==> src/ft245_pkg.sv <==
// FT245 bridge shared types
`default_nettype none

package ft245_pkg;

	// host word and chip bus widths
	localparam int word_width = 32;
	localparam int byte_width = 8;

	// each dual-clock FIFO holds 512 words
	localparam int fifo_addr_width = 9;

	// chip-side FSM states
	typedef enum logic [3:0] {
		idle,
		read_oe,
		read,
		wait_rd,
		delay1,
		write0,
		write1,
		write2,
		write3
	} phy_state_t;

	// status pins driven by the chip, both active low
	typedef struct packed {
		logic txe_n;
		logic rde_n;
	} ft_status_t;

	// strobes driven toward the chip, all active low
	typedef struct packed {
		logic wr_n;
		logic rd_n;
		logic oe_n;
	} ft_ctrl_t;

	// bytes[3] is the msb and goes first on the wire
	typedef union packed {
		logic [word_width-1:0] word;
		logic [3:0][byte_width-1:0] bytes;
	} word_bytes_u;

endpackage

`default_nettype wire

==> src/ft245_phy.sv <==
// FT245 chip-side burst FSM
`timescale 1ns/10ps
`default_nettype none

module ft245_phy import ft245_pkg::*; (
	input logic ftdi_clk,
	input logic rst,

	// chip pins
	input ft_status_t status,
	output ft_ctrl_t ctrl,
	input logic [byte_width-1:0] rx_byte,
	output logic [byte_width-1:0] tx_byte,

	// inbound FIFO write side
	output logic in_wr,
	output logic [word_width-1:0] in_word,
	input logic in_full,

	// outbound FIFO read side
	output logic out_rd,
	input logic [word_width-1:0] out_word,
	input logic out_empty
);

	phy_state_t state;

	// position of the next byte within the word being packed
	logic [1:0] byte_cnt;

	// word being assembled from the chip
	word_bytes_u rx_pack;

	// word being sent to the chip
	word_bytes_u tx_word;

	logic word_done;

	assign tx_word = word_bytes_u'(out_word);

	// packed word stays put during the cycle in_wr is high
	assign in_word = rx_pack.word;

	// fourth byte of an aligned group is being taken this cycle
	assign word_done = (state == read) && !status.rde_n && (byte_cnt == 2'd3);

	// byte shift register
	// first byte ends up in bytes[3]
	always_ff @(posedge ftdi_clk) begin
		if (state == read && !status.rde_n) begin
			rx_pack.bytes <= {rx_pack.bytes[2:0], rx_byte};
		end
	end

	always_ff @(posedge ftdi_clk) begin
		if (rst) begin
			state <= idle;
			ctrl.wr_n <= 1'b1;
			ctrl.rd_n <= 1'b1;
			ctrl.oe_n <= 1'b1;
			tx_byte <= '0;
			byte_cnt <= 2'd0;
			in_wr <= 1'b0;
			out_rd <= 1'b0;
		end
		else begin
			// FIFO strobes last one cycle
			// a finished word is dropped if the inbound FIFO is full
			in_wr <= word_done & ~in_full;
			out_rd <= 1'b0;

			case (state)
				idle: begin
					ctrl.wr_n <= 1'b1;
					ctrl.rd_n <= 1'b1;
					ctrl.oe_n <= 1'b1;
					tx_byte <= '0;
					byte_cnt <= 2'd0;
					// reading takes priority over writing
					if (!status.rde_n) begin
						ctrl.oe_n <= 1'b0;
						state <= read_oe;
					end
					else if (!status.txe_n && !out_empty) begin
						out_rd <= 1'b1;
						state <= delay1;
					end
				end

				read_oe: begin
					// chip wants one cycle of oe_n before rd_n
					ctrl.rd_n <= 1'b0;
					state <= read;
				end

				read: begin
					if (status.rde_n) begin
						// burst over so release the bus
						// any partial word is thrown away
						ctrl.oe_n <= 1'b1;
						ctrl.rd_n <= 1'b1;
						byte_cnt <= 2'd0;
						state <= wait_rd;
					end
					else begin
						byte_cnt <= byte_cnt + 2'd1;
					end
				end

				wait_rd: begin
					// drain the chip until it reports empty
					ctrl.rd_n <= 1'b0;
					if (status.rde_n) begin
						ctrl.rd_n <= 1'b1;
						state <= idle;
					end
				end

				delay1: begin
					// popped word lands on out_word at this edge
					state <= write0;
				end

				write0: begin
					tx_byte <= tx_word.bytes[3];
					ctrl.wr_n <= 1'b1;
					if (!status.txe_n) begin
						ctrl.wr_n <= 1'b0;
						state <= write1;
					end
				end

				write1: begin
					tx_byte <= tx_word.bytes[2];
					ctrl.wr_n <= 1'b1;
					if (!status.txe_n) begin
						ctrl.wr_n <= 1'b0;
						state <= write2;
					end
				end

				write2: begin
					tx_byte <= tx_word.bytes[1];
					ctrl.wr_n <= 1'b1;
					if (!status.txe_n) begin
						ctrl.wr_n <= 1'b0;
						state <= write3;
					end
				end

				write3: begin
					// last byte then idle raises wr_n
					tx_byte <= tx_word.bytes[0];
					ctrl.wr_n <= 1'b1;
					if (!status.txe_n) begin
						ctrl.wr_n <= 1'b0;
						state <= idle;
					end
				end

				default: begin
					state <= idle;
				end
			endcase
		end
	end

endmodule

`default_nettype wire

==> config.mk <==
export PLATFORM = sky130hd
export DESIGN_NAME = ft245_phy
export DESIGN_NICKNAME = d
export VERILOG_FILES = /design/src/ft245_pkg.sv /design/src/ft245_phy.sv
export SDC_FILE = /design/constraint.sdc
export NUM_CORES = 1
export LEC_CHECK = 0
export BUFFER_PORTS_ARGS = -buffer_cell sky130_fd_sc_hd__buf_4
export CAP_MARGIN = 40
export CORE_UTILIZATION = 35
export DETAILED_ROUTE_END_ITERATION = 12
export PLACE_DENSITY = 0.61
export SYNTH_ARGS = -nofsm -noshare
export SYNTH_HDL_FRONTEND = slang
export SYNTH_SLANG_ARGS = --single-unit
==> constraint.sdc <==
create_clock -name ftdi_clk -period 2.29 [get_ports ftdi_clk]
set_clock_uncertainty 0.2 [all_clocks]
set_input_delay 0.458 -clock ftdi_clk [delete_from_list [all_inputs] [get_ports ftdi_clk]]
set_output_delay 0.458 -clock ftdi_clk [all_outputs]
set_load 0.02 [all_outputs]
==> metrics.log, run 1 <==
INFO  metric grtUsageTotal = between 10 and 15%
INFO  metric timing.setup.critical_path_class = register to register
INFO  metric hold_class = primary input to register
INFO  metric clockRootBuffer = clkbuf_8
INFO  metric layout.cells.most_common_list = buf_4, edfxtp_1, dfxtp_1, a22oi_1, a21oi_1
INFO  metric design_power = about 2.8 mW
INFO  metric worstSkewPairLatency = around 0.32 ns
INFO  metric start_util = 36.1%
INFO  metric maxSlewHeadroom = 65.1%
INFO  metric finalCritPeriodShare = 82.4%
INFO  metric dp_slack = 0.417 ns
INFO  metric cellLeakagePower = ~1.2 nW
INFO  metric synth_sequential_area_ratio = a little over three fifths
INFO  metric fp.dieW = between 70 and 80 um
INFO  metric height_of_the_die = roughly 80 um
INFO  metric post-route-min-period = between 1.5 and 2 ns
INFO  metric count_of_maximum_capacitance_violations = 0
INFO  metric setup-tns-final = 0 ns
INFO  metric final_layout_size_suffix_gt1_share = a little under half
INFO  metric crit_arrival = about 1.9 ns
INFO  metric syn_to_final_growth = 40.3%
INFO  metric half_perimeter_wire_length_after_placement = approximately 3300 um
INFO  metric cp_max_fo = 34
INFO  metric yosys.cell_types.count = 40
INFO  metric max_slew.worst_pin.slew = about 0.52 ns
INFO  metric post-route-worst-setup-slack = between 0.4 and 0.5 ns
INFO  metric outcome = finished, final reports clean
INFO  metric synth_edf_count = 32
INFO  metric cts-root-to-sink-buffers = 2
INFO  metric power.ir.vdd_worst = around 460 uV
INFO  metric grt_setup_unrepaired = false
INFO  metric detailedRoute.firstPassIterationCount = 4
INFO  metric finalMaxSlewViolations = 0
INFO  metric total_die_area = 6380 sq um
INFO  metric finalSetupViolations = 0
INFO  metric clkTransAtPathRegs = around 0.1 ns
INFO  metric portbufs = 90
INFO  metric grt_antenna_before_repair = 0
INFO  metric timing.critical_path.cells = nor4b_2 -> and2b_1 -> buf_12 -> nor2_1 -> a211oi_1
INFO  metric pwr_density_cell = 934 nW/um^2
INFO  metric postSynthNetCount = ~210
INFO  metric final_common_cell = buf_4
INFO  metric timing_hold_violations_final = 0
INFO  metric detailroute.via_count = 1619
INFO  metric ys.warnings.count = 0
INFO  metric h-tree-depth = 2
INFO  metric fmax = 0.530 GHz
INFO  metric placeableCoreArea = 5890 sq um
INFO  metric holdWs = 0.0939 ns
INFO  metric globalplace.congestion = 0.744
INFO  metric cts_tree = built
INFO  metric synth.avg_cell_area = around 13 sq um
INFO  metric grt_first_pass_wirelength = 7070 um
INFO  metric detail_route.wirelength = 4580 um
INFO  metric final_antenna_net_count = 0
INFO  metric wl_per_cell = ~14 um
INFO  metric pin_count_of_the_biggest_net_entering_global_routing = 35
INFO  metric fillerInstances = 535
INFO  metric end_of_flow_core_utilization = 50.6%
INFO  metric top_level_port_count = approximately 90
INFO  metric postCtsResizedCells = 0
INFO  metric timing.critical_path.to_type = register
INFO  metric post_cts.repair.setup_buffers = 0
INFO  metric global_route_congestion_overflow_total = 0
INFO  metric final_nets = 302
INFO  metric ff2ff_setup_slack = slightly above 0.4 ns
INFO  metric critical_path_required = 2.33 ns
INFO  metric cts.sinks = slightly above 50
INFO  metric cp-start-kind = register
INFO  metric post_synth_instance_area = approximately 2100 sq um
INFO  metric num_rows = 28
INFO  metric drtIter0Drc = 95
INFO  metric ctsHoldBuffers = 0
INFO  metric postSynth.topFlopCell = edfxtp_1
INFO  metric asyncSetResetFlopFracSynth = 0%
INFO  metric remaining_drc_errors = 0
INFO  metric worst_path_largest_cell_delay = approximately 0.48 ns
INFO  metric ys_ff_latch = 51
INFO  metric cts-buffers-inserted = 5
INFO  metric diodes_inserted = 0
INFO  metric first_global_vias = approximately 1500
INFO  metric critical_path.slowest_cell = dfxtp_1
INFO  metric avgViaCountPerCell = slightly below 5
INFO  metric syn-instance-count = roughly 160
==> routing by layer <==
metal	vias up	GRT usage [%]	part of all wire, %
met5	-	0	0
met4	0	6.96	2.1
met3	10	4.11	6.9
met2	60	23.6	49
met1	746	18.4	42
li1	803	-	-
==> flip-flops by register name (all words and copies together) (netlist names) <==
signal / cells
byte_cnt: 2
state: 4
in_word: 32
tx_byte: 8
out_rd: 1
in_wr: 1
ctrl: 3
==> worst max-delay path, delay by kind of cell (launching register included) <==
kind / cells / cell delay [ns]
DFF: 1 / 0.48
buffers and inverters: 1 / 0.21
AOI/OAI and AO/OA: 1 / 0.20
and+or+nand+nor: 3 / 0.70
==> kinds of logic after synthesis <==
logic type               share of synthesized area (%)
flip-flops                                        63.2
adder cells (fa/ha/maj)                          0.589
buffers and inverters                             3.48
multiplexers                                      6.31
AND/OR/NAND/NOR                                   11.8
AO/OA/AOI/OAI                                     14.6
==> layout make-up <==
class / instances / area, sq um / share of cell area, %
well taps: 75 / 93.8 / 3.15
inverters: 4 / 15.0 / 0.504
clock inverters: 3 / 26.3 / 0.882
clock buffers: 5 / 68.8 / 2.31
flip-flops and latches: 51 / 1340 / 45.0
repair buffers: 95 / 726 / 24.4
multi-input cells: 98 / 708 / 23.8
==> path summary, 6_finish.rpt <==
check / endpoint / cells past startpoint / startpoint
setup reg to reg: byte_cnt[0]$_SDFFE_PP0P_ / 5 / state[2]$_SDFFE_PP0P_
hold reg to reg: in_word[19]$_DFFE_PP_ / 0 / in_word[11]$_DFFE_PP_
setup / recovery: byte_cnt[0]$_SDFFE_PP0P_ / 5 / state[2]$_SDFFE_PP0P_
hold / removal: out_rd$_SDFF_PP0_ / 2 / out_empty
==> cells in the mapped netlist, types with 2 or more instances <==
| library cell | number | area, sq um |
|---|---|---|
| nand3_1 | 2 | 10.0 |
| nand2b_1 | 2 | 12.5 |
| mux2i_1 | 3 | 30.0 |
| buf_4 | 4 | 30.0 |
| and3b_1 | 2 | 17.5 |
| o21ai_1 | 3 | 15.0 |
| clkbuf_1 | 2 | 7.51 |
| o211ai_1 | 3 | 22.5 |
| nand2_1 | 8 | 30.0 |
| nor3_1 | 2 | 10.0 |
| nand4_1 | 2 | 12.5 |
| nor2_1 | 8 | 30.0 |
| or2_0 | 8 | 50.1 |
| o311ai_0 | 2 | 17.5 |
| o311ai_1 | 2 | 17.5 |
| edfxtp_1 | 32 | 961 |
| buf_2 | 2 | 10.0 |
| mux2_2 | 8 | 90.1 |
| dfxtp_1 | 19 | 380 |
| inv_1 | 3 | 11.3 |
| a21oi_1 | 11 | 55.1 |
| a22oi_1 | 16 | 120 |
==> per-stage QoR <==
step / cell area [sq um] / instances
after floorplan: 2120 / 162
after global placement: 2880 / 323
after detailed placement: 2880 / 323
after CTS: 2980 / 331
after global routing: 2980 / 331
final: 2980 / 331
==> where the power goes <==
group / switching, mW / total (mW) / internal, mW
Sequential: 0.129 / 1.26 / 1.13
Combinational: 0.533 / 0.979 / 0.445
Clock: 0.322 / 0.547 / 0.225
Power figures use the tool's default switching activity.
==> inputs of run 2 (changes only) <==
--- a/config.mk
+++ b/config.mk
@@ -5,11 +5,12 @@
 export SDC_FILE = /design/constraint.sdc
 export NUM_CORES = 1
 export LEC_CHECK = 0
+export ABC_AREA = 1
 export BUFFER_PORTS_ARGS = -buffer_cell sky130_fd_sc_hd__buf_4
 export CAP_MARGIN = 40
 export CORE_UTILIZATION = 35
 export DETAILED_ROUTE_END_ITERATION = 12
-export PLACE_DENSITY = 0.61
+export PLACE_DENSITY = 0.63
 export SYNTH_ARGS = -nofsm -noshare
 export SYNTH_HDL_FRONTEND = slang
 export SYNTH_SLANG_ARGS = --single-unit
==> constraint.sdc (replaced) <==
create_clock -name ftdi_clk -period 1.7 [get_ports ftdi_clk]
set_clock_uncertainty 0.2 [all_clocks]
set_input_delay 0.34 -clock ftdi_clk [delete_from_list [all_inputs] [get_ports ftdi_clk]]
set_output_delay 0.34 -clock ftdi_clk [all_outputs]
set_load 0.02 [all_outputs]
==> run 2 against run 1 <==
Net effect: final area grew 4.5%; via count grew 10%; worst setup slack lost 0.29 ns; power grew 44%; register-to-register slack lost 0.29 ns; synthesized area is essentially flat; global-route usage grew 0.91 points; worst hold slack lost 0.076 ns; sequential cell count is the same; critical endpoint is now in_word[18]$_DFFE_PP_.
==> metrics.log, run 2 <==
INFO  metric grtUsageTotal = 15.7% (+0.91 points)
INFO  metric ys_ff_latch = 51 (unchanged)
INFO  metric syn_to_final_growth = 46.7%
INFO  metric diodes_inserted = 0 (unchanged)
INFO  metric cp_max_fo = 15 (-56%)
INFO  metric avgViaCountPerCell = 4.63 (-5.4%)
INFO  metric cts-buffers-inserted = 5 (unchanged)
INFO  metric timing.setup.critical_path_class = register to register
INFO  metric num_rows = 27 (-3.6%)
INFO  metric height_of_the_die = 79.9 um (about the same)
INFO  metric cts.sinks = 51 (unchanged)
INFO  metric count_of_maximum_capacitance_violations = 0 (unchanged)
INFO  metric max_slew.worst_pin.slew = 0.367 ns (-0.155 ns)
INFO  metric crit_arrival = 1.40 ns (-0.53 ns)
INFO  metric grt_setup_unrepaired = false
INFO  metric fillerInstances = 507 (-5.2%)
INFO  metric half_perimeter_wire_length_after_placement = 3800 um (+14%)
INFO  metric global_route_congestion_overflow_total = 0 (unchanged)
INFO  metric timing_hold_violations_final = 0 (unchanged)
INFO  metric detailroute.via_count = 1787 (+10%)
INFO  metric globalplace.congestion = 0.777 (+4.4%)
INFO  metric asyncSetResetFlopFracSynth = 0% (unchanged)
INFO  metric yosys.cell_types.count = 21 (-48%)
INFO  metric critical_path.slowest_cell = dfxtp_1
INFO  metric grt_antenna_before_repair = 0 (unchanged)
INFO  metric cp_num_buf_inv = 3 (+2)
INFO  metric finalCritPeriodShare = 93.4% (+11 points)
INFO  metric fp.dieW = 79.9 um (about the same)
INFO  metric postSynth.topFlopCell = edfxtp_1
INFO  metric detail_route.wirelength = 4920 um (+7.4%)
INFO  metric synth_edf_count = 32 (unchanged)
INFO  metric post-route-min-period = 1.59 ns (-0.300 ns)
INFO  metric hold_class = primary input to register
INFO  metric synth_largest_area_cell = edfxtp_1
INFO  metric postSynthNetCount = 251 (+20%)
INFO  metric cp-start-kind = register
INFO  metric critical-path-top-delay-family = simple AND/OR/NAND/NOR gates
INFO  metric synth_top_area_share = 45.3% (about the same)
INFO  metric clkTransAtPathRegs = 0.09 ns (about the same)
INFO  metric first_global_vias = 1601 (+7.8%)
INFO  metric outcome = finished, final reports clean
INFO  metric synthTopCellsByArea = edfxtp_1, dfxtp_1, nand3_1, nand2_1, a21oi_2
INFO  metric maxSlewHeadroom = 75.5% (+10 points)
INFO  metric final_layout_size_suffix_gt1_share = 43.6% (-2.5 points)
INFO  metric top_level_port_count = 91 (unchanged)
INFO  metric largest_register_ff_count = 32 (unchanged)
INFO  metric cts-root-to-sink-buffers = 2 (unchanged)
INFO  metric final_nets = 360 (+19%)
INFO  metric finalMaxSlewViolations = 0 (unchanged)
INFO  metric ys.warnings.count = 0 (unchanged)
INFO  metric power.ir.vdd_worst = 728 uV (+59%)
INFO  metric post_cts.repair.setup_buffers = 0 (unchanged)
INFO  metric layout.cells.most_common_list = buf_4, nand2_1, nand3_1, edfxtp_1, dfxtp_1
INFO  metric h-tree-depth = 2 (unchanged)
INFO  metric cellLeakagePower = 1.38 nW (+18%)
INFO  metric pin_count_of_the_biggest_net_entering_global_routing = 26 (-26%)
INFO  metric synth.avg_cell_area = 10.4 sq um (-21%)
INFO  metric worstSkewPairLatency = 0.29 ns (-0.03 ns)
INFO  metric finalSetupViolations = 0 (unchanged)
INFO  metric synth_most_common_cell = nand2_1
INFO  metric remaining_drc_errors = 0 (unchanged)
INFO  metric critical_path_required = 1.51 ns (-0.82 ns)
INFO  metric detailedRoute.firstPassIterationCount = 4 (unchanged)
INFO  metric synth_sequential_area_ratio = 63.2% (about the same)
INFO  metric final_common_cell = buf_4
INFO  metric start_util = 37.4% (+1.3 points)
INFO  metric timing.critical_path.cells = nor2_4 -> inv_2 -> nor2_1 -> nand2_1 -> inv_4 -> buf_12
INFO  metric total_die_area = 6380 sq um (about the same)
INFO  metric fmax = 0.630 GHz (+19%)
INFO  metric pwr_density_cell = 1290 nW/um^2 (+38%)
INFO  metric placeableCoreArea = 5680 sq um (-3.6%)
INFO  metric grt_first_pass_wirelength = 7600 um (+7.4%)
INFO  metric setup-tns-final = 0 ns (unchanged)
INFO  metric post_synth_instance_area = 2120 sq um (about the same)
INFO  metric final_area = 3110 sq um (+4.5%)
INFO  metric cts_tree = built
INFO  metric timing.critical_path.to_type = register
INFO  metric wl_per_cell = 12.7 um (-7.9%)
INFO  metric worst_path_largest_cell_delay = 0.34 ns (-0.14 ns)
INFO  metric final_antenna_net_count = 0 (unchanged)
INFO  metric portbufs = 90 (unchanged)
INFO  metric syn-instance-count = 204 (+26%)
INFO  metric ys_top_cells_by_count = nand2_1, nand3_1, edfxtp_1, dfxtp_1, nor2_1
INFO  metric clockRootBuffer = clkbuf_8
INFO  metric placedInstanceArea = 2990 sq um (+3.6%)
INFO  metric drtIter0Drc = 73 (-23%)
## run 2: timing repair
item / 4_1_cts / 5_1_grt
setup endpoints to repair: 0 / 32
hold buffers: 1 / 2
hold endpoints to repair: 1 / 2
resized for setup: 0 / 2
## run 2: final timing paths
| kind | startpoint | to | slack, ns | cells past startpoint |
|---|---|---|---|---|
| setup reg to reg | state[2]$_SDFFE_PP0P_ | in_word[18]$_DFFE_PP_ | 0.11 | 6 |
| hold reg to reg | in_word[18]$_DFFE_PP_ | in_word[26]$_DFFE_PP_ | 0.26 | 0 |
| hold / removal | rx_byte[5] | in_word[5]$_DFFE_PP_ | 0.02 | 1 |
| setup / recovery | state[2]$_SDFFE_PP0P_ | in_word[18]$_DFFE_PP_ | 0.11 | 6 |
## run 2: stage by stage
stage	hold slack [ns]	worst slack (ns)	instances	total power, mW	util, %
final	0.0175	0.112	386	4.02	54.9
after global routing	0.00220	0.00884	386	4.28	54.9
after CTS	0.00658	0.0537	384	4.05	54.4
after detailed placement	0.237	0.0420	375	3.36	52.6
after global placement	0.239	0.0610	375	3.35	52.6
after floorplan	0.218	0.0502	204	2.72	-
## run 2: cell type report
type | count | area, sq um | share of cell area, %
flip-flops and latches | 51 | 1340 | 43.1
repair buffers | 106 | 841 | 27.0
multi-input cells | 135 | 696 | 22.3
clock buffers | 6 | 72.6 | 2.33
clock inverters | 2 | 16.3 | 0.523
well taps | 72 | 90.1 | 2.89
inverters | 14 | 55.1 | 1.77
## run 2: kinds of logic (layout without fill, tap and decap cells)
kind of cell / count (synthesis) / in the layout / share of synthesized area (%)
AND/OR/NAND/NOR: 113 / 113 / 25.4
flip-flops: 51 / 51 / 63.2
AO/OA/AOI/OAI: 21 / 21 / 6.55
buffers and inverters: 18 / 128 / 4.24
adder cells (fa/ha/maj): 1 / 1 / 0.590
## run 2: routing by layer
layer  track usage, %  vias up  routed length (um)
li1                 -      921                   -
met1             20.6      813                2160
met2             25.5       48                2480
met3             3.31        5                 222
met4             5.36        0                  58
met5                0        -                   0
## run 2: report_power, final
group          switching, mW  internal [mW]  leakage (nW)
clock network          0.378          0.296        0.0418
logic                  0.998          0.680         0.891
registers              0.121           1.54         0.446
total                   1.50           2.52          1.38
